**src/source/game_pkg.sv**
```systemverilog
// Platform game shared definitions
package game_pkg;

    // ------------------------------
    // screen and physics constants
    // ------------------------------
    localparam int SCREEN_W    = 1024;
    // lowest foot row on screen
    localparam int FLOOR_Y     = 767;
    localparam int PLAYER_W    = 32;
    localparam int PLAYER_H    = 48;
    localparam int JUMP_HEIGHT = 40;
    localparam int SPAWN_X0    = 100;
    localparam int SPAWN_GAP   = 300;
    localparam int SPAWN_Y     = FLOOR_Y - PLAYER_H;
    // rightmost legal left edge
    localparam int X_LIMIT     = SCREEN_W - PLAYER_W;

    // single platform away from the spawn columns
    localparam int PLATFORM_X_MIN = 600;
    localparam int PLATFORM_X_MAX = 760;
    // top row within jump reach of the floor
    localparam int PLATFORM_Y     = 740;

    // ------------------------------
    // types
    // ------------------------------
    // y grows downward from the top left of the sprite box
    typedef struct packed {
        logic [9:0] x;
        logic [9:0] y;
    } pos_t;

    typedef struct packed {
        logic left;
        logic right;
        logic jump;
    } move_cmd_t;

    typedef struct packed {
        logic       facing_right;
        logic       airborne;
        logic       idle;
        logic [3:0] frame;
    } sprite_ctrl_t;

    typedef enum logic [1:0] {
        move_idle = 2'b00,
        move_walk = 2'b01,
        move_jump = 2'b11,
        move_fall = 2'b10
    } move_state_t;

    // standing still and looking right
    localparam sprite_ctrl_t SPRITE_SPAWN = '{
        facing_right: 1'b1,
        airborne:     1'b0,
        idle:         1'b1,
        frame:        4'd0
    };

    // foot row resting on the floor or on the platform top
    function automatic logic landed(input logic [9:0] x, input logic [9:0] foot);
        logic on_floor;
        logic over_platform;
        on_floor      = (foot == 10'(FLOOR_Y));
        over_platform = (x + PLAYER_W > PLATFORM_X_MIN) && (x < PLATFORM_X_MAX);
        return on_floor || (over_platform && (foot == 10'(PLATFORM_Y)));
    endfunction

endpackage

```
**src/source/game_top.sv**
```systemverilog
// Platform game movement core
`timescale 1ns/1ns

module game_top #(
    parameter int N_PLAYERS = 2,
    parameter int TICK_DIV  = 4
) (
    input  logic                                   clk,
    input  logic                                   rst,
    input  logic                                   restart,
    input  game_pkg::move_cmd_t    [N_PLAYERS-1:0] buttons,
    output game_pkg::pos_t         [N_PLAYERS-1:0] pos,
    output game_pkg::sprite_ctrl_t [N_PLAYERS-1:0] sprite,
    output logic                                   game_over
);

    game_pkg::move_cmd_t [N_PLAYERS-1:0] cmd;
    logic                                step_tick;

    input_conditioner #(
        .N_PLAYERS (N_PLAYERS),
        .TICK_DIV  (TICK_DIV)
    ) u_input_conditioner (
        .clk       (clk),
        .rst       (rst),
        .buttons   (buttons),
        .cmd       (cmd),
        .step_tick (step_tick)
    );

    // one controller per player
    for (genvar i = 0; i < N_PLAYERS; i++) begin : g_player
        player_move_ctrl #(
            .PLAYER_ID (i)
        ) u_player_move_ctrl (
            .clk       (clk),
            .rst       (rst),
            .restart   (restart),
            .game_over (game_over),
            .step_tick (step_tick),
            .cmd       (cmd[i]),
            .pos       (pos[i]),
            .sprite    (sprite[i])
        );
    end

    scene_collector #(
        .N_PLAYERS (N_PLAYERS)
    ) u_scene_collector (
        .clk       (clk),
        .rst       (rst),
        .restart   (restart),
        .pos       (pos),
        .game_over (game_over)
    );

endmodule

```
**src/source/input_conditioner.sv**
```systemverilog
// Button conditioner and step tick
`timescale 1ns/1ns

module input_conditioner #(
    parameter int N_PLAYERS = 2,
    parameter int TICK_DIV  = 4
) (
    input  logic                                  clk,
    input  logic                                  rst,
    input  game_pkg::move_cmd_t [N_PLAYERS-1:0]   buttons,
    output game_pkg::move_cmd_t [N_PLAYERS-1:0]   cmd,
    output logic                                  step_tick
);

    localparam int CNT_W = (TICK_DIV > 2) ? $clog2(TICK_DIV) : 1;

    game_pkg::move_cmd_t [N_PLAYERS-1:0] clean;
    logic [CNT_W-1:0]                    tick_cnt;
    logic                                tick_wrap;

    // ------------------------------
    // direction conflict
    // ------------------------------
    always_comb begin
        for (int i = 0; i < N_PLAYERS; i++) begin
            clean[i] = buttons[i];
            // both directions cancel, jump still passes
            if (buttons[i].left && buttons[i].right) begin
                clean[i].left  = 1'b0;
                clean[i].right = 1'b0;
            end
        end
    end

    always_ff @(posedge clk) begin
        if (rst) begin
            cmd <= '0;
        end else begin
            cmd <= clean;
        end
    end

    // ------------------------------
    // tick prescaler
    // ------------------------------
    assign tick_wrap = (tick_cnt == CNT_W'(TICK_DIV - 1));

    always_ff @(posedge clk) begin
        if (rst) begin
            tick_cnt  <= '0;
            step_tick <= 1'b0;
        end else begin
            step_tick <= tick_wrap;
            if (tick_wrap) begin
                tick_cnt <= '0;
            end else begin
                tick_cnt <= tick_cnt + 1'b1;
            end
        end
    end

    // controllers rely on one move per tick
    a_tick_single: assert property (
        @(posedge clk) disable iff (rst) step_tick |=> !step_tick
    ) else $error("step_tick high on two consecutive cycles");

endmodule

```
**src/source/player_move_ctrl.sv**
```systemverilog
// Player movement controller
`timescale 1ns/1ns

module player_move_ctrl #(
    parameter int PLAYER_ID = 0
) (
    input  logic                   clk,
    input  logic                   rst,
    input  logic                   restart,
    input  logic                   game_over,
    input  logic                   step_tick,
    input  game_pkg::move_cmd_t    cmd,
    output game_pkg::pos_t         pos,
    output game_pkg::sprite_ctrl_t sprite
);

    localparam logic [9:0] SPAWN_X =
        10'(game_pkg::SPAWN_X0 + PLAYER_ID * game_pkg::SPAWN_GAP);
    localparam logic [9:0] SPAWN_Y = 10'(game_pkg::SPAWN_Y);

    game_pkg::move_state_t  state;
    game_pkg::move_state_t  state_nxt;
    game_pkg::pos_t         pos_nxt;
    game_pkg::sprite_ctrl_t sprite_nxt;
    logic                   air_parity;
    logic                   parity_nxt;
    logic [9:0]             jump_start;
    logic [9:0]             x_step;
    logic [9:0]             foot_now;
    logic                   x_moved;

    assign foot_now = pos.y + 10'(game_pkg::PLAYER_H);

    // clamped candidate x for this tick
    always_comb begin
        x_step = pos.x;
        if (cmd.right && (pos.x < 10'(game_pkg::X_LIMIT))) begin
            x_step = pos.x + 10'd1;
        end else if (cmd.left && (pos.x > 10'd0)) begin
            x_step = pos.x - 10'd1;
        end
    end

    // ------------------------------
    // next state and position
    // ------------------------------
    always_comb begin
        state_nxt  = state;
        pos_nxt    = pos;
        parity_nxt = 1'b0;
        case (state)
            game_pkg::move_idle: begin
                if (cmd.jump) begin
                    state_nxt = game_pkg::move_jump;
                end else if (cmd.left || cmd.right) begin
                    state_nxt = game_pkg::move_walk;
                end
            end
            game_pkg::move_walk: begin
                if (cmd.jump) begin
                    state_nxt = game_pkg::move_jump;
                end else if (cmd.left || cmd.right) begin
                    pos_nxt.x = x_step;
                    // walked off the platform edge
                    if (!game_pkg::landed(x_step, foot_now)) begin
                        state_nxt = game_pkg::move_fall;
                    end
                end else begin
                    state_nxt = game_pkg::move_idle;
                end
            end
            game_pkg::move_jump: begin
                // half rate in the air
                parity_nxt = ~air_parity;
                if (air_parity) begin
                    pos_nxt.x = x_step;
                end
                pos_nxt.y = pos.y - 10'd1;
                if ((jump_start - pos_nxt.y) >= 10'(game_pkg::JUMP_HEIGHT)) begin
                    state_nxt = game_pkg::move_fall;
                end
            end
            game_pkg::move_fall: begin
                parity_nxt = ~air_parity;
                if (air_parity) begin
                    pos_nxt.x = x_step;
                end
                pos_nxt.y = pos.y + 10'd1;
                if (game_pkg::landed(pos_nxt.x, pos_nxt.y + 10'(game_pkg::PLAYER_H))) begin
                    state_nxt = game_pkg::move_idle;
                end
            end
            default: begin
                state_nxt = game_pkg::move_idle;
            end
        endcase
    end

    // ------------------------------
    // sprite control word
    // ------------------------------
    assign x_moved = (pos_nxt.x != pos.x);

    always_comb begin
        sprite_nxt = sprite;
        if (cmd.right) begin
            sprite_nxt.facing_right = 1'b1;
        end else if (cmd.left) begin
            sprite_nxt.facing_right = 1'b0;
        end
        sprite_nxt.airborne = (state_nxt == game_pkg::move_jump) ||
                              (state_nxt == game_pkg::move_fall);
        sprite_nxt.idle     = (state_nxt == game_pkg::move_idle);
        // animation steps every 8 pixels of travel
        if (x_moved && (pos_nxt.x[2:0] == 3'd0)) begin
            sprite_nxt.frame = {1'b0, sprite.frame[2:0] + 3'd1};
        end
    end

    always_ff @(posedge clk) begin
        if (rst || restart) begin
            state      <= game_pkg::move_idle;
            pos.x      <= SPAWN_X;
            pos.y      <= SPAWN_Y;
            sprite     <= game_pkg::SPRITE_SPAWN;
            air_parity <= 1'b0;
        end else if (step_tick && !game_over) begin
            state      <= state_nxt;
            pos        <= pos_nxt;
            sprite     <= sprite_nxt;
            air_parity <= parity_nxt;
        end
    end

    // take-off row follows y while grounded
    always_ff @(posedge clk) begin
        if ((state == game_pkg::move_idle) || (state == game_pkg::move_walk)) begin
            jump_start <= pos.y;
        end
    end

    a_jump_apex: assert property (
        @(posedge clk) disable iff (rst)
        ((state == game_pkg::move_jump) || (state == game_pkg::move_fall)) |->
            (pos.y + game_pkg::JUMP_HEIGHT >= jump_start)
    ) else $error("player %0d rose above jump height", PLAYER_ID);

    a_x_bounds: assert property (
        @(posedge clk) disable iff (rst) pos.x <= 10'(game_pkg::X_LIMIT)
    ) else $error("player %0d x out of screen", PLAYER_ID);

endmodule

```
**src/source/scene_collector.sv**
```systemverilog
// Scene collector with overlap detection
`timescale 1ns/1ns

module scene_collector #(
    parameter int N_PLAYERS = 2
) (
    input  logic                             clk,
    input  logic                             rst,
    input  logic                             restart,
    input  game_pkg::pos_t [N_PLAYERS-1:0]   pos,
    output logic                             game_over
);

    logic overlap;

    // boxes share at least one pixel
    function automatic logic boxes_touch(input game_pkg::pos_t a, input game_pkg::pos_t b);
        logic x_hit;
        logic y_hit;
        x_hit = (a.x < b.x + game_pkg::PLAYER_W) && (b.x < a.x + game_pkg::PLAYER_W);
        y_hit = (a.y < b.y + game_pkg::PLAYER_H) && (b.y < a.y + game_pkg::PLAYER_H);
        return x_hit && y_hit;
    endfunction

    // ------------------------------
    // pairwise check
    // ------------------------------
    always_comb begin
        overlap = 1'b0;
        for (int i = 0; i < N_PLAYERS; i++) begin
            for (int j = i + 1; j < N_PLAYERS; j++) begin
                if (boxes_touch(pos[i], pos[j])) begin
                    overlap = 1'b1;
                end
            end
        end
    end

    // latch holds until restart
    always_ff @(posedge clk) begin
        if (rst || restart) begin
            game_over <= 1'b0;
        end else if (overlap) begin
            game_over <= 1'b1;
        end
    end

    a_over_hold: assert property (
        @(posedge clk) disable iff (rst) $fell(game_over) |-> $past(restart)
    ) else $error("game_over cleared without restart");

endmodule

```
**config.mk**
```make
export PLATFORM = sky130hd
export DESIGN_NAME = game_top
export DESIGN_NICKNAME = d
export VERILOG_FILES = /design/src/source/game_pkg.sv /design/src/source/game_top.sv /design/src/source/input_conditioner.sv /design/src/source/player_move_ctrl.sv /design/src/source/scene_collector.sv
export SDC_FILE = /design/constraint.sdc
export NUM_CORES = 1
export LEC_CHECK = 0
export BUFFER_PORTS_ARGS = -buffer_cell sky130_fd_sc_hd__buf_2
export CAP_MARGIN = 20
export CORE_MARGIN = 2
export CORE_UTILIZATION = 62
export CTS_CLUSTER_DIAMETER = 120
export DETAILED_ROUTE_END_ITERATION = 6
export PLACE_DENSITY = 0.89
export SYNTH_ARGS = -nofsm -noshare
export SYNTH_HDL_FRONTEND = slang
export SYNTH_SLANG_ARGS = --single-unit
export TNS_END_PERCENT = 50
```
**constraint.sdc**
```tcl
create_clock -name clk -period 4.8 [get_ports clk]
set_clock_uncertainty 0.05 [all_clocks]
set_input_delay 0.72 -clock clk [delete_from_list [all_inputs] [get_ports clk]]
set_output_delay 0.72 -clock clk [all_outputs]
set_load 0.05 [all_outputs]
```
Word level (Yosys, flattened, before mapping)
Index checks and enable logic that the tools add are counted.
{"block": "classes", "magnitude_cmp": 18, "shift": 0, "n_div": 0, "bitwise_logic": 2, "n_reduce_logical": 53, "multipliers": 0, "add_sub_neg": 25, "n_mux": 39, "n_eq_ne": 21}
{"cell": "$gt A32 B10 Y1 const B", "count": 4}
{"cell": "$lt A10 B32 Y1", "count": 4}
{"cell": "$mux W10", "count": 12}
{"cell": "$add A10 B6 Y11 const B", "count": 8}
{"cell": "$eq A10 B10 Y1 const B", "count": 8}
{"cell": "$lt A10 B10 Y1 const B", "count": 6}
{"cell": "$pmux W10 S3", "count": 2}
{"cell": "$add A10 B1 Y10 const B", "count": 4}
{"cell": "$add A10 B6 Y10 const B", "count": 4}
{"cell": "$pmux W10 S2", "count": 2}
{"cell": "$sub A10 B1 Y10 const B", "count": 4}
{"cell": "$mux W2", "count": 14}
{"cell": "$ge A10 B6 Y1 const B", "count": 2}
{"cell": "$gt A10 B1 Y1 const B", "count": 2}
{"cell": "$logic_and A1 B1 Y1", "count": 20}
{"cell": "$ne A10 B10 Y1", "count": 2}
{"cell": "$sub A10 B10 Y10", "count": 2}
{"cell": "$eq A2 B2 Y1 const B", "count": 9}
{"cell": "$pmux W2 S4", "count": 2}
{"cell": "$reduce_and A2 Y1", "count": 6}
{"cell": "$logic_or A1 B1 Y1", "count": 11}
{"cell": "$reduce_or A2 Y1", "count": 5}
{"cell": "$logic_not A2 Y1", "count": 4}
{"cell": "$reduce_bool A2 Y1", "count": 4}
{"cell": "other kinds (7)", "count": 17}
{"block": "word_totals", "reg_bits": 88, "mem_bits_ro": 0, "n_memories": 0, "latch_bits": 0, "in_bits": 9, "wordCells": 185, "ramBits": 0, "output_inout_bits": 55}

Longest topological paths before layout
{"block": "logic_depth", "depth_word": 15, "ltp_mapped": 17, "mapped_depth_nobuf": 16}

By module
Synthesis repeated with hierarchy kept, for this count alone.
{"block": "hier_totals", "cells_unflattened": 1162, "area_unflattened_um2": 9051.2}
{"module": "player_move_ctrl at g_player[0].u_player_move_ctrl", "area_per_inst_um2": 3811.2, "instances": 1, "cells_per_inst": 487}
{"module": "player_move_ctrl at g_player[1].u_player_move_ctrl", "area_per_inst_um2": 3808.7, "instances": 1, "cells_per_inst": 507}
{"module": "scene_collector", "area_per_inst_um2": 1136.1, "instances": 1, "cells_per_inst": 148}
{"module": "input_conditioner", "area_per_inst_um2": 295.3, "instances": 1, "cells_per_inst": 20}

Least setup slack after synthesis
OpenSTA, ideal clock, no wires.
{"block": "synth_timing", "path_type": "reg2reg", "from": "reg, netlist name g_player[1].u_player_move_ctrl.pos[10]", "to": "reg, netlist name g_player[1].u_player_move_ctrl.sprite[4]", "setup_slack_ns": 0.800, "t_required_ns": 4.628, "setup_ns": 0.122, "t_arrival_ns": 3.828, "n_path_buf": 2, "stages_incl_launch_ff": 17, "path_cell_list": "dfxtp_1 clkbuf_1 inv_1 ha_1 or3b_2 o31a_1 buf_2 nand3_1 a221oi_4 ha_1 o211ai_1 nor4_1 a41oi_1 o221ai_1 nor3b_1 a311oi_2 a221o_1"}
{"block": "synth_between", "elab_chain_cells": 14}
{"item": "$gt A10 B1 Y1", "line": "player_move_ctrl.sv:39", "rtl": "end else if (cmd.left && (pos.x > 10'd0)) begin"}
{"item": "$logic_and A1 B1 Y1", "line": "player_move_ctrl.sv:39"}
{"item": "$mux W10", "line": "player_move_ctrl.sv:39"}
{"item": "$mux W10", "line": "player_move_ctrl.sv:37", "rtl": "if (cmd.right && (pos.x < 10'(game_pkg::X_LIMIT))) begin"}
{"item": "$mux W10 / $add A10 B6 Y11 (equally long branches)", "line": "player_move_ctrl.sv:85, game_pkg.sv:67"}
{"item": "$mux W10 / $gt A32 B10 Y1 (equally long branches)", "line": "player_move_ctrl.sv:51, game_pkg.sv:67"}
{"item": "$add A10 B6 Y11 / $logic_and A1 B1 Y1 (equally long branches)", "line": "game_pkg.sv:67", "rtl": "over_platform = (x + PLAYER_W > PLATFORM_X_MIN) && (x < PLATFORM_X_MAX);"}
{"item": "$gt A32 B10 Y1 / $logic_and A1 B1 Y1 (equally long branches)", "line": "game_pkg.sv:67, game_pkg.sv:68"}
{"item": "$logic_and A1 B1 Y1 / $logic_or A1 B1 Y1 (equally long branches)", "line": "game_pkg.sv:67, game_pkg.sv:68"}
{"item": "$logic_and A1 B1 Y1 / $mux W2 (equally long branches)", "line": "game_pkg.sv:68, player_move_ctrl.sv:65"}
{"item": "$logic_or A1 B1 Y1 / $mux W2 (equally long branches)", "line": "game_pkg.sv:68, player_move_ctrl.sv:62"}
{"item": "$mux W2, on equally long branches", "line": "player_move_ctrl.sv:89, player_move_ctrl.sv:60"}
{"item": "$pmux W2 S4 (*)", "line": "player_move_ctrl.sv:51", "rtl": "case (state)"}
{"item": "$logic_not A2 Y1 (*)", "line": "player_move_ctrl.sv:113", "rtl": "sprite_nxt.idle = (state_nxt == game_pkg::move_idle);"}
Mark *: on every way between the ends. The rest lies on a longest branch, timed or not. The select of a mux whose other input is x is not followed.
A chain may end at the register's enable or synchronous reset.

Worst setup path after layout
{"block": "layout_timing", "from": "reg, netlist name g_player[1].u_player_move_ctrl.pos[10]", "to": "reg, netlist name g_player[1].u_player_move_ctrl.sprite[4]"}
{"block": "layout_between", "elab_chain_cells": 14}
{"item": "$gt A10 B1 Y1", "line": "player_move_ctrl.sv:39"}
{"item": "$logic_and A1 B1 Y1", "line": "player_move_ctrl.sv:39"}
{"item": "$mux W10", "line": "player_move_ctrl.sv:39"}
{"item": "$mux W10", "line": "player_move_ctrl.sv:37"}
{"item": "$mux W10 / $add A10 B6 Y11 (equally long branches)", "line": "player_move_ctrl.sv:85, game_pkg.sv:67"}
{"item": "$mux W10 / $gt A32 B10 Y1 (equally long branches)", "line": "player_move_ctrl.sv:51, game_pkg.sv:67"}
{"item": "$add A10 B6 Y11 / $logic_and A1 B1 Y1 (equally long branches)", "line": "game_pkg.sv:67"}
{"item": "$gt A32 B10 Y1 / $logic_and A1 B1 Y1 (equally long branches)", "line": "game_pkg.sv:67, game_pkg.sv:68"}
{"item": "$logic_and A1 B1 Y1 / $logic_or A1 B1 Y1 (equally long branches)", "line": "game_pkg.sv:67, game_pkg.sv:68"}
{"item": "$logic_and A1 B1 Y1 / $mux W2 (equally long branches)", "line": "game_pkg.sv:68, player_move_ctrl.sv:65"}
{"item": "$logic_or A1 B1 Y1 / $mux W2 (equally long branches)", "line": "game_pkg.sv:68, player_move_ctrl.sv:62"}
{"item": "$mux W2, on equally long branches", "line": "player_move_ctrl.sv:89, player_move_ctrl.sv:60"}
{"item": "$pmux W2 S4 (*)", "line": "player_move_ctrl.sv:51"}
{"item": "$logic_not A2 Y1 (*)", "line": "player_move_ctrl.sv:113"}
Marked as above.

==> out/metrics.csv <==
stage,metric,value,unit
status,status,"finished, final reports clean",
clock_network,cts bufs inserted,9,
worst_setup_path,RR Startpoint,g_player[1].u_player_move_ctrl.pos[10],
floorplan,chip height,120.8,microns
grt,first-pass GRT wire length,38120,microns
worst_setup_path,WP buf/inv,1,
grt,Congestion Overflow GR,0,
power,Pwr Density,176.5,nW/um^2
drt,DR iter-0 viols,900,
placed_design,PortBufs,61,
placed_design,detailed placement HPWL,16940,microns
synthesis,number of synthesis warnings,0,
synthesis,syn avg cell area,7.875,sq um
hold_path,Hold Path Stages,1,
finish,design area,9105,sq um
worst_setup_path,Critical Path RT,5.00,ns
clock_network,CTS tree,yes,
floorplan,die area,14590,sq um
floorplan,Core Region,13300,sq um
finish,fin nets,1191,
worst_setup_path,CP cell instances,"inv_1, ha_1, or3b_2, o31a_1, nand3_1, a221oi_4, ha_1, o211ai_1, nor4_1, a41oi_1, o221ai_1, nor3b_1, a311oi_2, a221o_1",
drt,vias per inst,6.761,
worst_setup_path,Crit Path Category,register to register,
floorplan,initial core utilization,63.62,%
floorplan,row count,42,
worst_setup_path,CP top delay family,compound AO/OA/AOI/OAI gates,
placed_design,Post-Place Cell Area,8791,sq um
sta,"Slew Viols, Final",0,
hold_path,Hold Crit Start,u_input_conditioner.tick_cnt[0],
sta,f_max,0.2275,GHz
finish,# diodes,0,
worst_setup_path,r2r setup slk,0.40,ns
clock_network,# hold bufs at CTS,0,
synthesis,post-synth top area cell,dfxtp_1,
sta,final hold violations,0,
grt,antenna violations before repair,0,
power,VDD IR max,0.2462,mV
finish,area grow syn2layout,7.648,%
clock_network,Root Driver,clkbuf_16,
run,total of max-cap violations,0,
synthesis,cell count after synthesis,1074,
worst_setup_path,slowest cell delay on critical path,0.54,ns
grt,vias in the first global route,7691,
floorplan,Die Wd,120.8,microns
clock_network,clock buffer depth,2,
synthesis,largest cells by area after synthesis,"dfxtp_1 (16%), ha_1 (13%), edfxtp_1 (7.1%), xnor2_1 (6.6%), a21oi_1 (4.0%)",
synthesis,Post-Syn Area,8458,sq um
worst_setup_path,"most used cell, CP",ha_1,
synthesis,"Distinct cells, synth",83,
sta,worst-margin pin slew,1.045,ns
worst_setup_path,Worst R2R End,g_player[1].u_player_move_ctrl.sprite[4],
worst_setup_path,CP endpoint kind,register,
sta,Slew HR,29.74,%
worst_setup_path,CP Max Fanout,12,
drt,drt pass-1 iters,7,
clock_network,CTS clock-pin slew for the worst setup and hold paths,0.07,ns
worst_setup_path,critical path launch point type,register,
drt,WL/cell,18.68,microns
grt,Total Routing Usage GR,32.32,%
worst_setup_path,Worst Path Arrival,4.59,ns
clock_network,Clock Sink Count,88,
sta,Final min period,4.395,ns
clock_network,"Clk Latency, worst-skew pair",0.36,ns
drt,Routed Antenna Nets,0,
synthesis,sequential area share after synthesis,23.20,%
sta,Setup TNS Final,0,ns
floorplan,I/O pins,64,
sta,unrepaired setup endpoints after global routing,false,
synthesis,share of the synthesized area in the top cell type,16.09,%
hold_path,Hold Path Class,register to register,
hold_path,Worst Hold Endpoint,u_input_conditioner.tick_cnt[0],
clock_network,post-cts sizing count,0,
power,leak pwr,3.487,nW
clock_network,CTS H-tree lvls,3,
worst_setup_path,Crit-path slowest cell,dfxtp_1,
drt,Routed Wire Length,23800,microns
drt,Remaining DRCs,0,
synthesis,Synth Flop Type,dfxtp_1,
drt,Vias,8613,
synthesis,Post-synth EDFFs,20,
worst_setup_path,reg2reg path depth,14,
synthesis,"FF+latch count, synth",88,
synthesis,"FFs w/ async S/R, synth",0,%
sta,part of the cycle the worst path needs,91.57,%
finish,layout cell share with drive strength beyond 1,10.02,%
clock_network,post-CTS setup buffer count,0,
grt,largest net degree at the start of global routing,36,
sta,# setup viols final,0,
placed_design,gpl congestion,1.019,
-- layout make-up --
cell class / count / area [sq um]
clock buffer: 11 / 232.7
clock inverter: 5 / 81.33
fill: 1059 / 4190
inverter: 58 / 217.7
multi-input combinational: 865 / 6011
sequential: 88 / 1962
tap: 176 / 220.2
timing repair buffer: 71 / 380.4
-- layout by cell type (no fill, tap or decap), types with 19 or more instances in the layout --
cell / count
nor4_1: 23
a31oi_1: 19
nor2_1: 82
dfxtp_1: 68
o21ai_0: 57
nor3_1: 33
inv_1: 53
edfxtp_1: 20
nand2_1: 77
nand4_1: 19
ha_1: 87
buf_2: 61
a21o_1: 25
xnor2_1: 64
nand3_1: 38
a21oi_1: 67
-- routing by layer --
layer	up-vias	global-route usage (%)	wire length, microns
met5	-	0	0
met4	0	13.01	822
met3	103	5.896	2348
met2	516	52.58	10730
met1	3994	42.30	9897
li1	4000	-	-
-- per-stage QoR --
| stage | std cells | util [%] | hold slack (ns) | worst slack (ns) | power (mW) |
|---|---|---|---|---|---|
| final | 1274 | 68.48 | 0.3788 | 0.4045 | 1.607 |
| after global routing | 1274 | 68.48 | 0.4013 | 0.09798 | 1.653 |
| after floorplan | 1075 | - | 0.3582 | 0.7998 | 0.8360 |
| after global placement | 1258 | 66.12 | 0.3724 | 0.8207 | 0.8548 |
| after CTS | 1274 | 68.48 | 0.3807 | 0.5753 | 1.614 |
| after detailed placement | 1258 | 66.12 | 0.3698 | 0.6074 | 0.8565 |
-- registers in the layout (all words and copies together) (netlist names) --
register,cells
g_player.u_player_move_ctrl.state,4
u_input_conditioner.cmd,6
g_player.u_player_move_ctrl.jump_start,20
u_input_conditioner.step_tick,1
g_player.u_player_move_ctrl.sprite,12
u_input_conditioner.tick_cnt,2
g_player.u_player_move_ctrl.air_parity,2
g_player.u_player_move_ctrl.pos,40
u_scene_collector.game_over,1
-- report_power, final --
| part | internal (mW) | switching (mW) |
|---|---|---|
| Sequential | 0.760 | 0.00766 |
| Clock | 0.458 | 0.307 |
| Combinational | 0.0228 | 0.0528 |
| Total | 1.24 | 0.367 |
-- synthesized netlist by cell type, types with 10 or more instances --
master,number
inv_1,53
nand2b_1,14
a21boi_0,10
a21oi_1,67
nand4_1,19
edfxtp_1,20
clkbuf_1,46
dfxtp_1,68
nor2_1,82
xor2_1,16
ha_1,87
a211oi_1,13
o21ai_0,57
nor3b_1,10
o211ai_1,14
and3_1,13
or3_1,18
nor3_1,33
xnor2_1,64
nor4_1,23
a31oi_1,19
a21o_1,25
nand3_1,38
nor2b_1,18
nand2_1,77
-- worst max-delay path by stage --
stage | startpoint | to | slack [ns] | cells past startpoint
2_1_floorplan | g_player[1].u_player_move_ctrl.pos[10] | g_player[1].u_player_move_ctrl.sprite[4] | 0.80 | 16
4_1_cts | g_player[1].u_player_move_ctrl.pos[10] | g_player[1].u_player_move_ctrl.sprite[4] | 0.58 | 14
3_3_place_gp | g_player[1].u_player_move_ctrl.pos[10] | g_player[1].u_player_move_ctrl.sprite[4] | 0.82 | 14
3_5_place_dp | g_player[1].u_player_move_ctrl.pos[10] | g_player[1].u_player_move_ctrl.sprite[4] | 0.61 | 14
5_1_grt | g_player[1].u_player_move_ctrl.pos[10] | g_player[1].u_player_move_ctrl.sprite[4] | 0.1 | 14
6_report | g_player[1].u_player_move_ctrl.pos[10] | g_player[1].u_player_move_ctrl.sprite[4] | 0.40 | 14
-- worst register-to-register path: cells and delay by family, from the launching register on --
kind	cells	cell delay, ns
compound gates	7	1.80
simple gates	4	1.25
flops	1	0.54
fa+ha+maj	2	0.50
buf+inv	1	0.16
-- cell families after synthesis --
family | synth area share (%)
AOI/OAI and AO/OA | 25.33
other | 0.04434
adders and majority gates | 13.34
and+or+nand+nor | 22.83
xor gates and xnor gates | 8.284
muxes | 1.198
DFF | 23.20
buffers and inverters | 5.784
Note: power is estimated with default switching activity, not from simulation.
